--- config.mk ---
export PLATFORM = sky130hd
export DESIGN_NAME = stream_tx_top
export DESIGN_NICKNAME = d
export VERILOG_FILES = /design/src/hdl/stream_pkg.sv /design/src/hdl/apb_regs.sv /design/src/hdl/sync_fifo.sv /design/src/hdl/burst_fsm.sv /design/src/hdl/pace_timer.sv /design/src/hdl/stream_tx_top.sv
export SDC_FILE = /design/constraint.sdc
export NUM_CORES = 1
export LEC_CHECK = 0
export BUFFER_PORTS_ARGS = -buffer_cell sky130_fd_sc_hd__buf_2
export CELL_PAD_IN_SITES_DETAIL_PLACEMENT = 1
export CELL_PAD_IN_SITES_GLOBAL_PLACEMENT = 2
export CORE_MARGIN = 4
export CORE_UTILIZATION = 40
export DETAILED_ROUTE_END_ITERATION = 7
export PLACE_DENSITY_LB_ADDON = 0.05
export SYNTH_ARGS = -nofsm -noshare
export SYNTH_HDL_FRONTEND = slang
export SYNTH_SLANG_ARGS = --single-unit
--- constraint.sdc ---
create_clock -name clk_in -period 9.23 [get_ports clk_in]
set_clock_uncertainty 0.05 [all_clocks]
set_input_delay 0.4615 -clock clk_in [delete_from_list [all_inputs] [get_ports clk_in]]
set_output_delay 0.4615 -clock clk_in [all_outputs]
set_load 0.02 [all_outputs]
--- src/hdl/stream_pkg.sv ---
package stream_pkg;

    // APB register map, byte offsets
    typedef enum logic [3:0] {
        REG_DATA   = 4'h0,
        REG_CTRL   = 4'h4,
        REG_GAP    = 4'h8,
        REG_STATUS = 4'hC
    } reg_addr_t;

    typedef enum logic [1:0] {
        IDLE,
        SEND,
        GAP
    } burst_state_t;

    // Status word bit positions
    localparam int STAT_EMPTY     = 0;
    localparam int STAT_FULL      = 1;
    localparam int STAT_BUSY      = 2;
    localparam int STAT_OVF       = 3; // Sticky, cleared by status write
    localparam int STAT_LEVEL_LSB = 8;

    // Field widths
    localparam int LEN_W = 8;
    localparam int GAP_W = 8;

endpackage

--- src/hdl/apb_regs.sv ---
`timescale 1ns/1ps

module apb_regs #(
    parameter int DATA_WIDTH = 32,
    parameter int FIFO_DEPTH = 16
) (
    input  logic                          clk_in,
    input  logic                          rst_n,
    input  logic [3:0]                    paddr,
    input  logic                          psel,
    input  logic                          penable,
    input  logic                          pwrite,
    input  logic [DATA_WIDTH-1:0]         pwdata,
    output logic [DATA_WIDTH-1:0]         prdata,
    output logic                          pready,
    output logic                          pslverr,
    output logic                          push,
    output logic [DATA_WIDTH-1:0]         push_data,
    input  logic                          full,
    input  logic                          empty,
    input  logic [$clog2(FIFO_DEPTH+1)-1:0] level,
    output logic                          start,
    output logic [stream_pkg::LEN_W-1:0]  burst_len,
    output logic [stream_pkg::GAP_W-1:0]  gap_len,
    input  logic                          busy
);

    localparam int LVL_W   = $clog2(FIFO_DEPTH + 1);
    localparam int LEN_LSB = 8; // Length field in REG_CTRL

    stream_pkg::reg_addr_t addr;
    logic                  wr_access;
    logic                  rd_access;
    logic                  data_wr;
    logic                  ctrl_wr;
    logic                  gap_wr;
    logic                  stat_wr;
    logic                  data_err;
    logic                  ctrl_err;
    logic                  ovf;
    logic [DATA_WIDTH-1:0] status;

    assign addr      = stream_pkg::reg_addr_t'(paddr);
    assign wr_access = psel && penable && pwrite;
    assign rd_access = psel && !pwrite;

    assign data_wr = wr_access && (addr == stream_pkg::REG_DATA);
    assign ctrl_wr = wr_access && (addr == stream_pkg::REG_CTRL);
    assign gap_wr  = wr_access && (addr == stream_pkg::REG_GAP);
    assign stat_wr = wr_access && (addr == stream_pkg::REG_STATUS);

    // Illegal writes are dropped and flagged
    assign data_err = data_wr && full;
    assign ctrl_err = ctrl_wr && pwdata[0] && busy;
    assign pslverr  = data_err || ctrl_err;
    assign pready   = 1'b1;

    assign push      = data_wr && !full;
    assign push_data = pwdata;

    always_comb begin
        status                                        = '0;
        status[stream_pkg::STAT_EMPTY]                = empty;
        status[stream_pkg::STAT_FULL]                 = full;
        status[stream_pkg::STAT_BUSY]                 = busy;
        status[stream_pkg::STAT_OVF]                  = ovf;
        status[stream_pkg::STAT_LEVEL_LSB +: LVL_W]   = level;
    end

    always_comb begin
        prdata = '0;
        if (rd_access) begin
            case (addr)
                stream_pkg::REG_CTRL: begin
                    prdata[LEN_LSB +: stream_pkg::LEN_W] = burst_len;
                end
                stream_pkg::REG_GAP: begin
                    prdata[stream_pkg::GAP_W-1:0] = gap_len;
                end
                stream_pkg::REG_STATUS: begin
                    prdata = status;
                end
                default: begin
                    prdata = '0; // Data port is write only
                end
            endcase
        end
    end

    always_ff @(posedge clk_in or negedge rst_n) begin
        if (!rst_n) begin
            start     <= 1'b0;
            burst_len <= '0;
            gap_len   <= '0;
            ovf       <= 1'b0;
        end else begin
            start <= ctrl_wr && pwdata[0] && !ctrl_err; // One cycle pulse
            if (ctrl_wr && !ctrl_err) begin
                burst_len <= pwdata[LEN_LSB +: stream_pkg::LEN_W];
            end
            if (gap_wr) begin
                gap_len <= pwdata[stream_pkg::GAP_W-1:0];
            end
            if (data_err) begin
                ovf <= 1'b1;
            end else if (stat_wr) begin
                ovf <= 1'b0;
            end
        end
    end

endmodule

--- src/hdl/sync_fifo.sv ---
`timescale 1ns/1ps

module sync_fifo #(
    parameter int DATA_WIDTH = 32,
    parameter int FIFO_DEPTH = 16
) (
    input  logic                            clk_in,
    input  logic                            rst_n,
    input  logic                            push,
    input  logic [DATA_WIDTH-1:0]           push_data,
    output logic                            full,
    input  logic                            pop,
    output logic [DATA_WIDTH-1:0]           head_data,
    output logic                            empty,
    output logic [$clog2(FIFO_DEPTH+1)-1:0] level
);

    localparam int PTR_W = (FIFO_DEPTH > 1) ? $clog2(FIFO_DEPTH) : 1;
    localparam int CNT_W = $clog2(FIFO_DEPTH + 1);

    logic [DATA_WIDTH-1:0] mem [0:FIFO_DEPTH-1];
    logic [PTR_W-1:0]      wr_ptr;
    logic [PTR_W-1:0]      rd_ptr;
    logic [CNT_W-1:0]      count;
    logic                  do_push;
    logic                  do_pop;

    assign do_pop  = pop && !empty;
    assign do_push = push && (!full || do_pop); // Full plus pop frees a slot

    assign full      = (count == CNT_W'(FIFO_DEPTH));
    assign empty     = (count == '0);
    assign level     = count;
    assign head_data = mem[rd_ptr]; // Show-ahead

    always_ff @(posedge clk_in) begin
        if (do_push) begin
            mem[wr_ptr] <= push_data;
        end
    end

    always_ff @(posedge clk_in or negedge rst_n) begin
        if (!rst_n) begin
            wr_ptr <= '0;
            rd_ptr <= '0;
            count  <= '0;
        end else begin
            if (do_push) begin
                wr_ptr <= (wr_ptr == PTR_W'(FIFO_DEPTH - 1)) ? '0 : wr_ptr + 1'b1;
            end
            if (do_pop) begin
                rd_ptr <= (rd_ptr == PTR_W'(FIFO_DEPTH - 1)) ? '0 : rd_ptr + 1'b1;
            end
            case ({do_push, do_pop})
                2'b10:   count <= count + 1'b1;
                2'b01:   count <= count - 1'b1;
                default: count <= count;
            endcase
        end
    end

endmodule

--- src/hdl/burst_fsm.sv ---
`timescale 1ns/1ps

module burst_fsm (
    input  logic                         clk_in,
    input  logic                         rst_n,
    input  logic                         start,
    input  logic [stream_pkg::LEN_W-1:0] burst_len,
    input  logic [stream_pkg::GAP_W-1:0] gap_len,
    output logic                         busy,
    input  logic                         empty,
    output logic                         pop,
    output logic                         out_valid,
    input  logic                         out_ready,
    output logic                         load_beats,
    output logic                         load_gap,
    output logic                         beat_done,
    output logic                         gap_tick,
    input  logic                         gap_zero,
    input  logic                         last_beat
);

    stream_pkg::burst_state_t state;
    stream_pkg::burst_state_t state_nxt;
    logic                     hs;

    assign out_valid = (state == stream_pkg::SEND) && !empty;
    assign hs        = out_valid && out_ready;
    assign busy      = (state != stream_pkg::IDLE);

    assign pop        = hs;
    assign beat_done  = hs;
    assign load_beats = (state == stream_pkg::IDLE) && start;
    assign load_gap   = hs && !last_beat;
    assign gap_tick   = (state == stream_pkg::GAP);

    always_comb begin
        state_nxt = state;
        case (state)
            stream_pkg::IDLE: begin
                if (start) begin
                    state_nxt = stream_pkg::SEND;
                end
            end
            stream_pkg::SEND: begin
                if (hs) begin
                    if (last_beat) begin
                        state_nxt = stream_pkg::IDLE;
                    end else if (gap_len != '0) begin
                        state_nxt = stream_pkg::GAP;
                    end
                end
            end
            stream_pkg::GAP: begin
                if (gap_zero) begin
                    state_nxt = stream_pkg::SEND;
                end
            end
            default: begin
                state_nxt = stream_pkg::IDLE;
            end
        endcase
    end

    always_ff @(posedge clk_in or negedge rst_n) begin
        if (!rst_n) begin
            state <= stream_pkg::IDLE;
        end else begin
            state <= state_nxt;
        end
    end

endmodule

--- src/hdl/pace_timer.sv ---
`timescale 1ns/1ps

module pace_timer (
    input  logic                         clk_in,
    input  logic                         rst_n,
    input  logic                         load_beats,
    input  logic [stream_pkg::LEN_W-1:0] burst_len,
    input  logic                         load_gap,
    input  logic [stream_pkg::GAP_W-1:0] gap_len,
    input  logic                         beat_done,
    input  logic                         gap_tick,
    output logic                         last_beat,
    output logic                         gap_zero
);

    logic [stream_pkg::LEN_W:0]   beats_left; // One extra bit to hold 256
    logic [stream_pkg::GAP_W-1:0] gap_left;

    assign last_beat = (beats_left == 1);
    assign gap_zero  = (gap_left <= 1); // Leaves GAP after exactly gap cycles

    always_ff @(posedge clk_in or negedge rst_n) begin
        if (!rst_n) begin
            beats_left <= '0;
            gap_left   <= '0;
        end else begin
            if (load_beats) begin
                beats_left <= (burst_len == '0) ? (1 << stream_pkg::LEN_W) : {1'b0, burst_len};
            end else if (beat_done && beats_left != '0) begin
                beats_left <= beats_left - 1'b1;
            end
            if (load_gap) begin
                gap_left <= gap_len;
            end else if (gap_tick && gap_left != '0) begin
                gap_left <= gap_left - 1'b1;
            end
        end
    end

endmodule

--- src/hdl/stream_tx_top.sv ---
`timescale 1ns/1ps

module stream_tx_top #(
    parameter int DATA_WIDTH = 32, // At least 32 for the control word
    parameter int FIFO_DEPTH = 16
) (
    input  logic                  clk_in,
    input  logic                  rst_n,
    input  logic [3:0]            paddr,
    input  logic                  psel,
    input  logic                  penable,
    input  logic                  pwrite,
    input  logic [DATA_WIDTH-1:0] pwdata,
    output logic [DATA_WIDTH-1:0] prdata,
    output logic                  pready,
    output logic                  pslverr,
    output logic                  out_valid,
    output logic [DATA_WIDTH-1:0] out_data,
    input  logic                  out_ready
);

    localparam int LVL_W = $clog2(FIFO_DEPTH + 1);

    logic                         push;
    logic [DATA_WIDTH-1:0]        push_data;
    logic                         full;
    logic                         empty;
    logic [LVL_W-1:0]             level;
    logic                         pop;
    logic                         start;
    logic                         busy;
    logic [stream_pkg::LEN_W-1:0] burst_len;
    logic [stream_pkg::GAP_W-1:0] gap_len;
    logic                         load_beats;
    logic                         load_gap;
    logic                         beat_done;
    logic                         gap_tick;
    logic                         gap_zero;
    logic                         last_beat;

    apb_regs #(
        .DATA_WIDTH (DATA_WIDTH),
        .FIFO_DEPTH (FIFO_DEPTH)
    ) apb_regs_i (
        .clk_in    (clk_in),
        .rst_n     (rst_n),
        .paddr     (paddr),
        .psel      (psel),
        .penable   (penable),
        .pwrite    (pwrite),
        .pwdata    (pwdata),
        .prdata    (prdata),
        .pready    (pready),
        .pslverr   (pslverr),
        .push      (push),
        .push_data (push_data),
        .full      (full),
        .empty     (empty),
        .level     (level),
        .start     (start),
        .burst_len (burst_len),
        .gap_len   (gap_len),
        .busy      (busy)
    );

    sync_fifo #(
        .DATA_WIDTH (DATA_WIDTH),
        .FIFO_DEPTH (FIFO_DEPTH)
    ) sync_fifo_i (
        .clk_in    (clk_in),
        .rst_n     (rst_n),
        .push      (push),
        .push_data (push_data),
        .full      (full),
        .pop       (pop),
        .head_data (out_data), // Head word drives the stream directly
        .empty     (empty),
        .level     (level)
    );

    burst_fsm burst_fsm_i (
        .clk_in     (clk_in),
        .rst_n      (rst_n),
        .start      (start),
        .burst_len  (burst_len),
        .gap_len    (gap_len),
        .busy       (busy),
        .empty      (empty),
        .pop        (pop),
        .out_valid  (out_valid),
        .out_ready  (out_ready),
        .load_beats (load_beats),
        .load_gap   (load_gap),
        .beat_done  (beat_done),
        .gap_tick   (gap_tick),
        .gap_zero   (gap_zero),
        .last_beat  (last_beat)
    );

    pace_timer pace_timer_i (
        .clk_in     (clk_in),
        .rst_n      (rst_n),
        .load_beats (load_beats),
        .burst_len  (burst_len),
        .load_gap   (load_gap),
        .gap_len    (gap_len),
        .beat_done  (beat_done),
        .gap_tick   (gap_tick),
        .last_beat  (last_beat),
        .gap_zero   (gap_zero)
    );

endmodule

; Word-level counts from Yosys, hierarchy flattened
; Memories as Yosys holds them, arrays and structs flattened.
; Cells that the tools add are included.
[word_totals]
register_bits = 50
ram_bits = 512
inputBits = 42
out_inout_bits = 67
word_cells = 95
mem_count = 1
[op_classes]
addsub = 6
n_lt_le_gt_ge = 1
n_eq_ne = 15
n_mux = 21
n_reduce_logical = 41
[memory_table]
columns = name, depth, word_bits, read_ports, rd_ports_with_merged_regs, write_ports, line_no
row1 = sync_fifo_i.mem, 16, 32, 1, 0, 1, sync_fifo.sv:21  ; logic [DATA_WIDTH-1:0] mem [0:FIFO_DEPTH-1];
[ops]
columns = cell, count
row1 = case mux 8 bit (2 select lines), 2
row2 = 2-to-1 mux 9 bit, 3
row3 = logical AND 1 bit, 21
row4 = == test 4 bit (second input constant), 4
row5 = 2-to-1 mux 16 bit, 1
row6 = 2-to-1 mux 8 bit, 2
row7 = nonzero test 8 bit, 2
row8 = 2-to-1 mux 2 bit, 5
row9 = case mux 5 bit (2 select lines), 1
row10 = nonzero test 2 bit, 5
row11 = == test 9 x 1 -> 1 bit (second input constant), 1
row12 = nonzero test 9 bit, 1
row13 = subtractor 9 x 1 -> 9 bit (second input constant), 1
row14 = adder 4 x 1 -> 4 bit (second input constant), 2
row15 = <= comparator 8 x 1 -> 1 bit (second input constant), 1
row16 = logical NOT 8 bit, 1
row17 = 2-to-1 mux 4 bit, 2
row18 = subtractor 8 x 1 -> 8 bit (second input constant), 1
row19 = case mux 2 bit (3 select lines), 1
row20 = adder 5 x 1 -> 5 bit (second input constant), 1
row21 = == test 5 bit (second input constant), 1
row22 = logical NOT 1 bit, 5
row23 = logical NOT 5 bit, 1
row24 = subtractor 5 x 1 -> 5 bit (second input constant), 1
row25 = other kinds (11), 18

; Depth between registers and ports, before layout
[depth]
ltp_word = 9
depth_mapped = 13
mapped_depth_nobuf = 10

; By module
; Synthesis repeated with hierarchy kept, for this count alone.
[unflattened]
cells_unflattened = 1182
area_unflattened_um2 = 22764.3
[modules_own_cells]
columns = module, n_inst, cells_each, area_each_um2
row1 = sync_fifo, 1, 908, 20131.8
row2 = apb_regs, 1, 133, 1336.3
row3 = pace_timer, 1, 119, 1128.6
row4 = burst_fsm, 1, 22, 167.7

; Least setup slack after synthesis
; Ideal clock, no wire load.
[synth_timing]
kind = input -> register
start = input paddr[1]
end = memory sync_fifo_i.mem[3][0], enable pin
t_arrival_ns = 4.254
setup_slack_ns = 4.424
cell_stages = 4
n_path_buf = 0
path_cell_list = nor4_1 -> o211a_1 -> inv_2 -> nor4_1
[synth_via]
elab_chain_cells = 6
[synth_lines]
columns = element, line_no
row1 = "start, declared", stream_tx_top.sv:9  ; input logic [3:0] paddr,
row2 = logical NOT 4 bit, apb_regs.sv:47  ; assign data_wr = wr_access && (addr == stream_pkg::REG_DATA);
row3 = logical AND 1 bit, apb_regs.sv:47
row4 = logical AND 1 bit, apb_regs.sv:58  ; assign push = data_wr && !full;
row5 = logical AND 1 bit, sync_fifo.sv:29  ; assign do_push = push && (!full || do_pop);
row6 = 2-to-1 mux 1 bit, sync_fifo.sv:37  ; if (do_push) begin
row7 = 2-to-1 mux 1 bit (not written as such), sync_fifo.sv:38  ; mem[wr_ptr] <= push_data;
row8 = "end, declared", sync_fifo.sv:21
; No other way between the ends.

; Worst setup path after layout
[layout_timing]
start = register sync_fifo_i.rd_ptr[1]
end = output out_data[30]
[layout_via]
elab_chain_cells = 1
[layout_lines]
columns = element, line_no
row1 = "start, declared", sync_fifo.sv:23  ; logic [PTR_W-1:0] rd_ptr;
row2 = "start signal, assigned", sync_fifo.sv:52  ; rd_ptr <= (rd_ptr == PTR_W'(FIFO_DEPTH - 1)) ? '0 : rd_ptr + 1'b1;
row3 = memory (16 x 32 bit), --
row4 = "end, declared", stream_tx_top.sv:18  ; output logic [DATA_WIDTH-1:0] out_data,
; No other way between the ends.

==> run summary <==
CP startpoint kind = flop
Final Power = 6.48 mW
Initial Util = 40.4%
First-pass iteration count of the detailed router = 5
H-Tree Depth = 2
Slew HR = 28.2%
Initial antenna violation count = 0
Worst-margin pin slew = 1.08 ns
Core Area = 0.0564 mm2
Largest net degree at the start of global routing = 120
Nets@finish = 1456
Post-CTS Hold Buffers = 1
Top cell type's share of synthesized area = 67.4%
Die Height = 247 um
Largest stage delay, worst path = 0.88 ns
Total Routing Usage GR = 20.0%
Worst setup margin = 4.54 ns
Synthesis-stage register bit count = 562
Clock buffer depth = 3
Worst-path clk slew = 0.06 ns
Post-synth top cells = 512 x edfxtp_1, 129 x mux2i_1, 65 x a221oi_1
Antenna diodes = 0
Worst R2R Start = sync_fifo_i.level[1]$_DFFE_PN0P_
# rows = 87
Placer Congestion = 0.750
Final Instance Area = 0.0261 mm2
Worst R2R End = sync_fifo_i.level[4]$_DFFE_PN0P_
Synth unique cells = 64
Most Frequent Cell on Critical Path = buf_4
Setup TNS = 0 ns
Net Switching = 1.73 mW
TritonCTS buffer count = 60
Endpoints failing setup = 0
Max-cap violations = 0
Buf/Inv on CP = 3
Hold Slack = 0.124 ns
DR vias = 12400
Post-place setup slack = 5.19 ns
Worst Hold Depth = 3
Post-synthesis sequential area ratio = 72.9%
Antenna-violating nets left = 0
Combinational Power Share = 17.7%
Fin util = 46.3%
Placed instance count = 2093
Syn Area/Cell = 17.6 um2
Kind of cell adding the most delay to the critical path = buffers and inverters
P_int = 4.75 mW
Detailed-placement wirelength estimate = 32000 um
Area leader, netlist = edfxtp_1
Ports = 109
R2r worst-path depth = 10
P per Cell Area = 248 mW/mm2
Die width = 247 um
Min-Delay Endpoint = apb_regs_i.start$_DFF_PN0_
Vias in the first global route = 13300
Critical-path cell list = buf_4 > and2_2 > buf_4 > a221oi_1 > a22oi_1 > nand2_1 > buf_2
DRT Wirelength = 60500 um
Status = finished clean
Switching Share = 26.7%
Gr ovfl total = 0
Critical-path top delay cell = dfrtp_4
CP Class = reg -> out
WP data required = 8.72 ns
Port bufs = 91
DRT iter0 DRCs = 774
Clock network power share = 36.4%
Flop pwr share = 45.9%
Final Max Tran Viols = 0
CTS tree = done
Crit. End Element = output port
Hold Startpoint = penable
CTS root buf = clkbuf_16
Max FO, Critical Path = 56
Unrepaired setup endpoints after global routing = no
Crit path time final = 4.69 ns
Post-Synthesis Cell Area = 0.0228 mm2
Prevailing post-synth register cell = edfxtp_1
Fmax achieved = 213 MHz
Share of cells above drive strength 1 = 22.0%
Vias per std cell = 5.65
Maximum vdd ir drop = 185 uV
WL/cell = 27.4 um
Top cells by area, synth = edfxtp_1 67%, mux4_2 6.3%, mux2i_1 5.7%
DP Area = 0.0242 mm2
Mapped Cells = 1294
R2r setup slk = 5.54 ns
Arrival time at the worst endpoint = 4.18 ns
Top-count cell post-synth = edfxtp_1
Full die area = 0.0609 mm2
Wire length of the first global-routing pass = 89700 um
Yosys warns = 0
Setup Fix Bufs, Post-CTS = 0
Post-CTS resize count = 0
# DRC = 0
Hold crit path type = in -> reg
Clock Latency Late Sink = 0.61 ns
Leak = 8.60 nW
Tcrit/Tclk final = 50.9%
EDFF count, synth = 512
Non-filler cells, final = 2203
Post-synthesis async set-or-reset flop share = 8.90%
Clk sinks = 562
Layout area overhead = 14.4%
Final Hold Viols = 0
cell usage in the layout (no fill, tap or decap), types with 9 or more instances in the layout:
cell type,n
a21oi_1,14
conb_1,17
buf_4,28
nor2_1,24
nand2_1,57
a22oi_1,41
buf_2,91
mux2i_1,129
mux2_2,17
inv_1,18
and3_1,9
clkbuf_1,12
mux4_2,64
ha_1,14
clkinv_1,13
clkinv_2,9
dfrtp_1,46
a221oi_1,65
edfxtp_1,512
nand3_1,14
clkbuf_16,61
o21ai_0,43
nor3_1,9
layer usage:
layer / GRT usage [%] / vias to the layer above / share of wire [%]
met5: 0 / - / 0
met4: 4.10 / 0 / 1.8
met3: 3.20 / 75 / 4.0
met2: 33.2 / 239 / 49
met1: 28.4 / 6676 / 46
li1: - / 5457 / -
logic make-up after synthesis:
group	share of synthesized area, %
flip-flops	72.9
AO/OA/AOI/OAI	7.04
multiplexers	12.8
AND/OR/NAND/NOR	3.92
buffers and inverters	2.29
adder cells (fa/ha/maj)	0.768
XOR/XNOR	0.230
other	0.0329
flip-flops by register name (all words and copies together), names as in the netlist:
register                 flops
apb_regs_i.start             1
burst_fsm_i.state            2
pace_timer_i.beats_left      9
sync_fifo_i.mem            512
sync_fifo_i.wr_ptr           4
sync_fifo_i.rd_ptr           4
apb_regs_i.gap_len           8
pace_timer_i.gap_left        8
apb_regs_i.ovf               1
sync_fifo_i.level            5
apb_regs_i.burst_len         8
power by group through the flow:
stage               Combinational (mW)  Sequential (mW)  Clock, mW
finish                            1.14             2.97       2.36
global route                      1.26             2.99       2.53
CTS                               1.17             2.98       2.42
detailed placement                1.17             3.03          0
global placement                  1.16             3.03          0
floorplan                        0.935             2.93          0
worst min-delay path, delay by kind of cell:
family / cells / cell delay (ns)
and+or+nand+nor: 2 / 0.18
buffers and inverters: 1 / 0.10
how the worst max path moves through the flow:
stage                     slack (ns)  cells past startpoint                               from                              end
after CTS                       4.49                      7  sync_fifo_i.rd_ptr[1]$_DFFE_PN0P_                      out_data[8]
after global routing            4.32                      7  sync_fifo_i.rd_ptr[1]$_DFFE_PN0P_                     out_data[30]
final                           4.54                      7  sync_fifo_i.rd_ptr[1]$_DFFE_PN0P_                     out_data[30]
after floorplan                 4.42                      4                           paddr[1]  sync_fifo_i.mem[3][0]$_DFFE_PP_
after global placement          5.20                      7  sync_fifo_i.rd_ptr[1]$_DFFE_PN0P_                      out_data[8]
after detailed placement        5.19                      7  sync_fifo_i.rd_ptr[1]$_DFFE_PN0P_                      out_data[8]
final cells by class:
class	count	area, um2
repair buffers	121	696
well taps	756	946
inverters	21	81.3
multi-input cells	634	5820
clock inverters	34	322
flip-flops and latches	562	16600
fillers	5428	30300
clock buffers	75	1600
No activity file was read; power rests on OpenSTA's default activity.
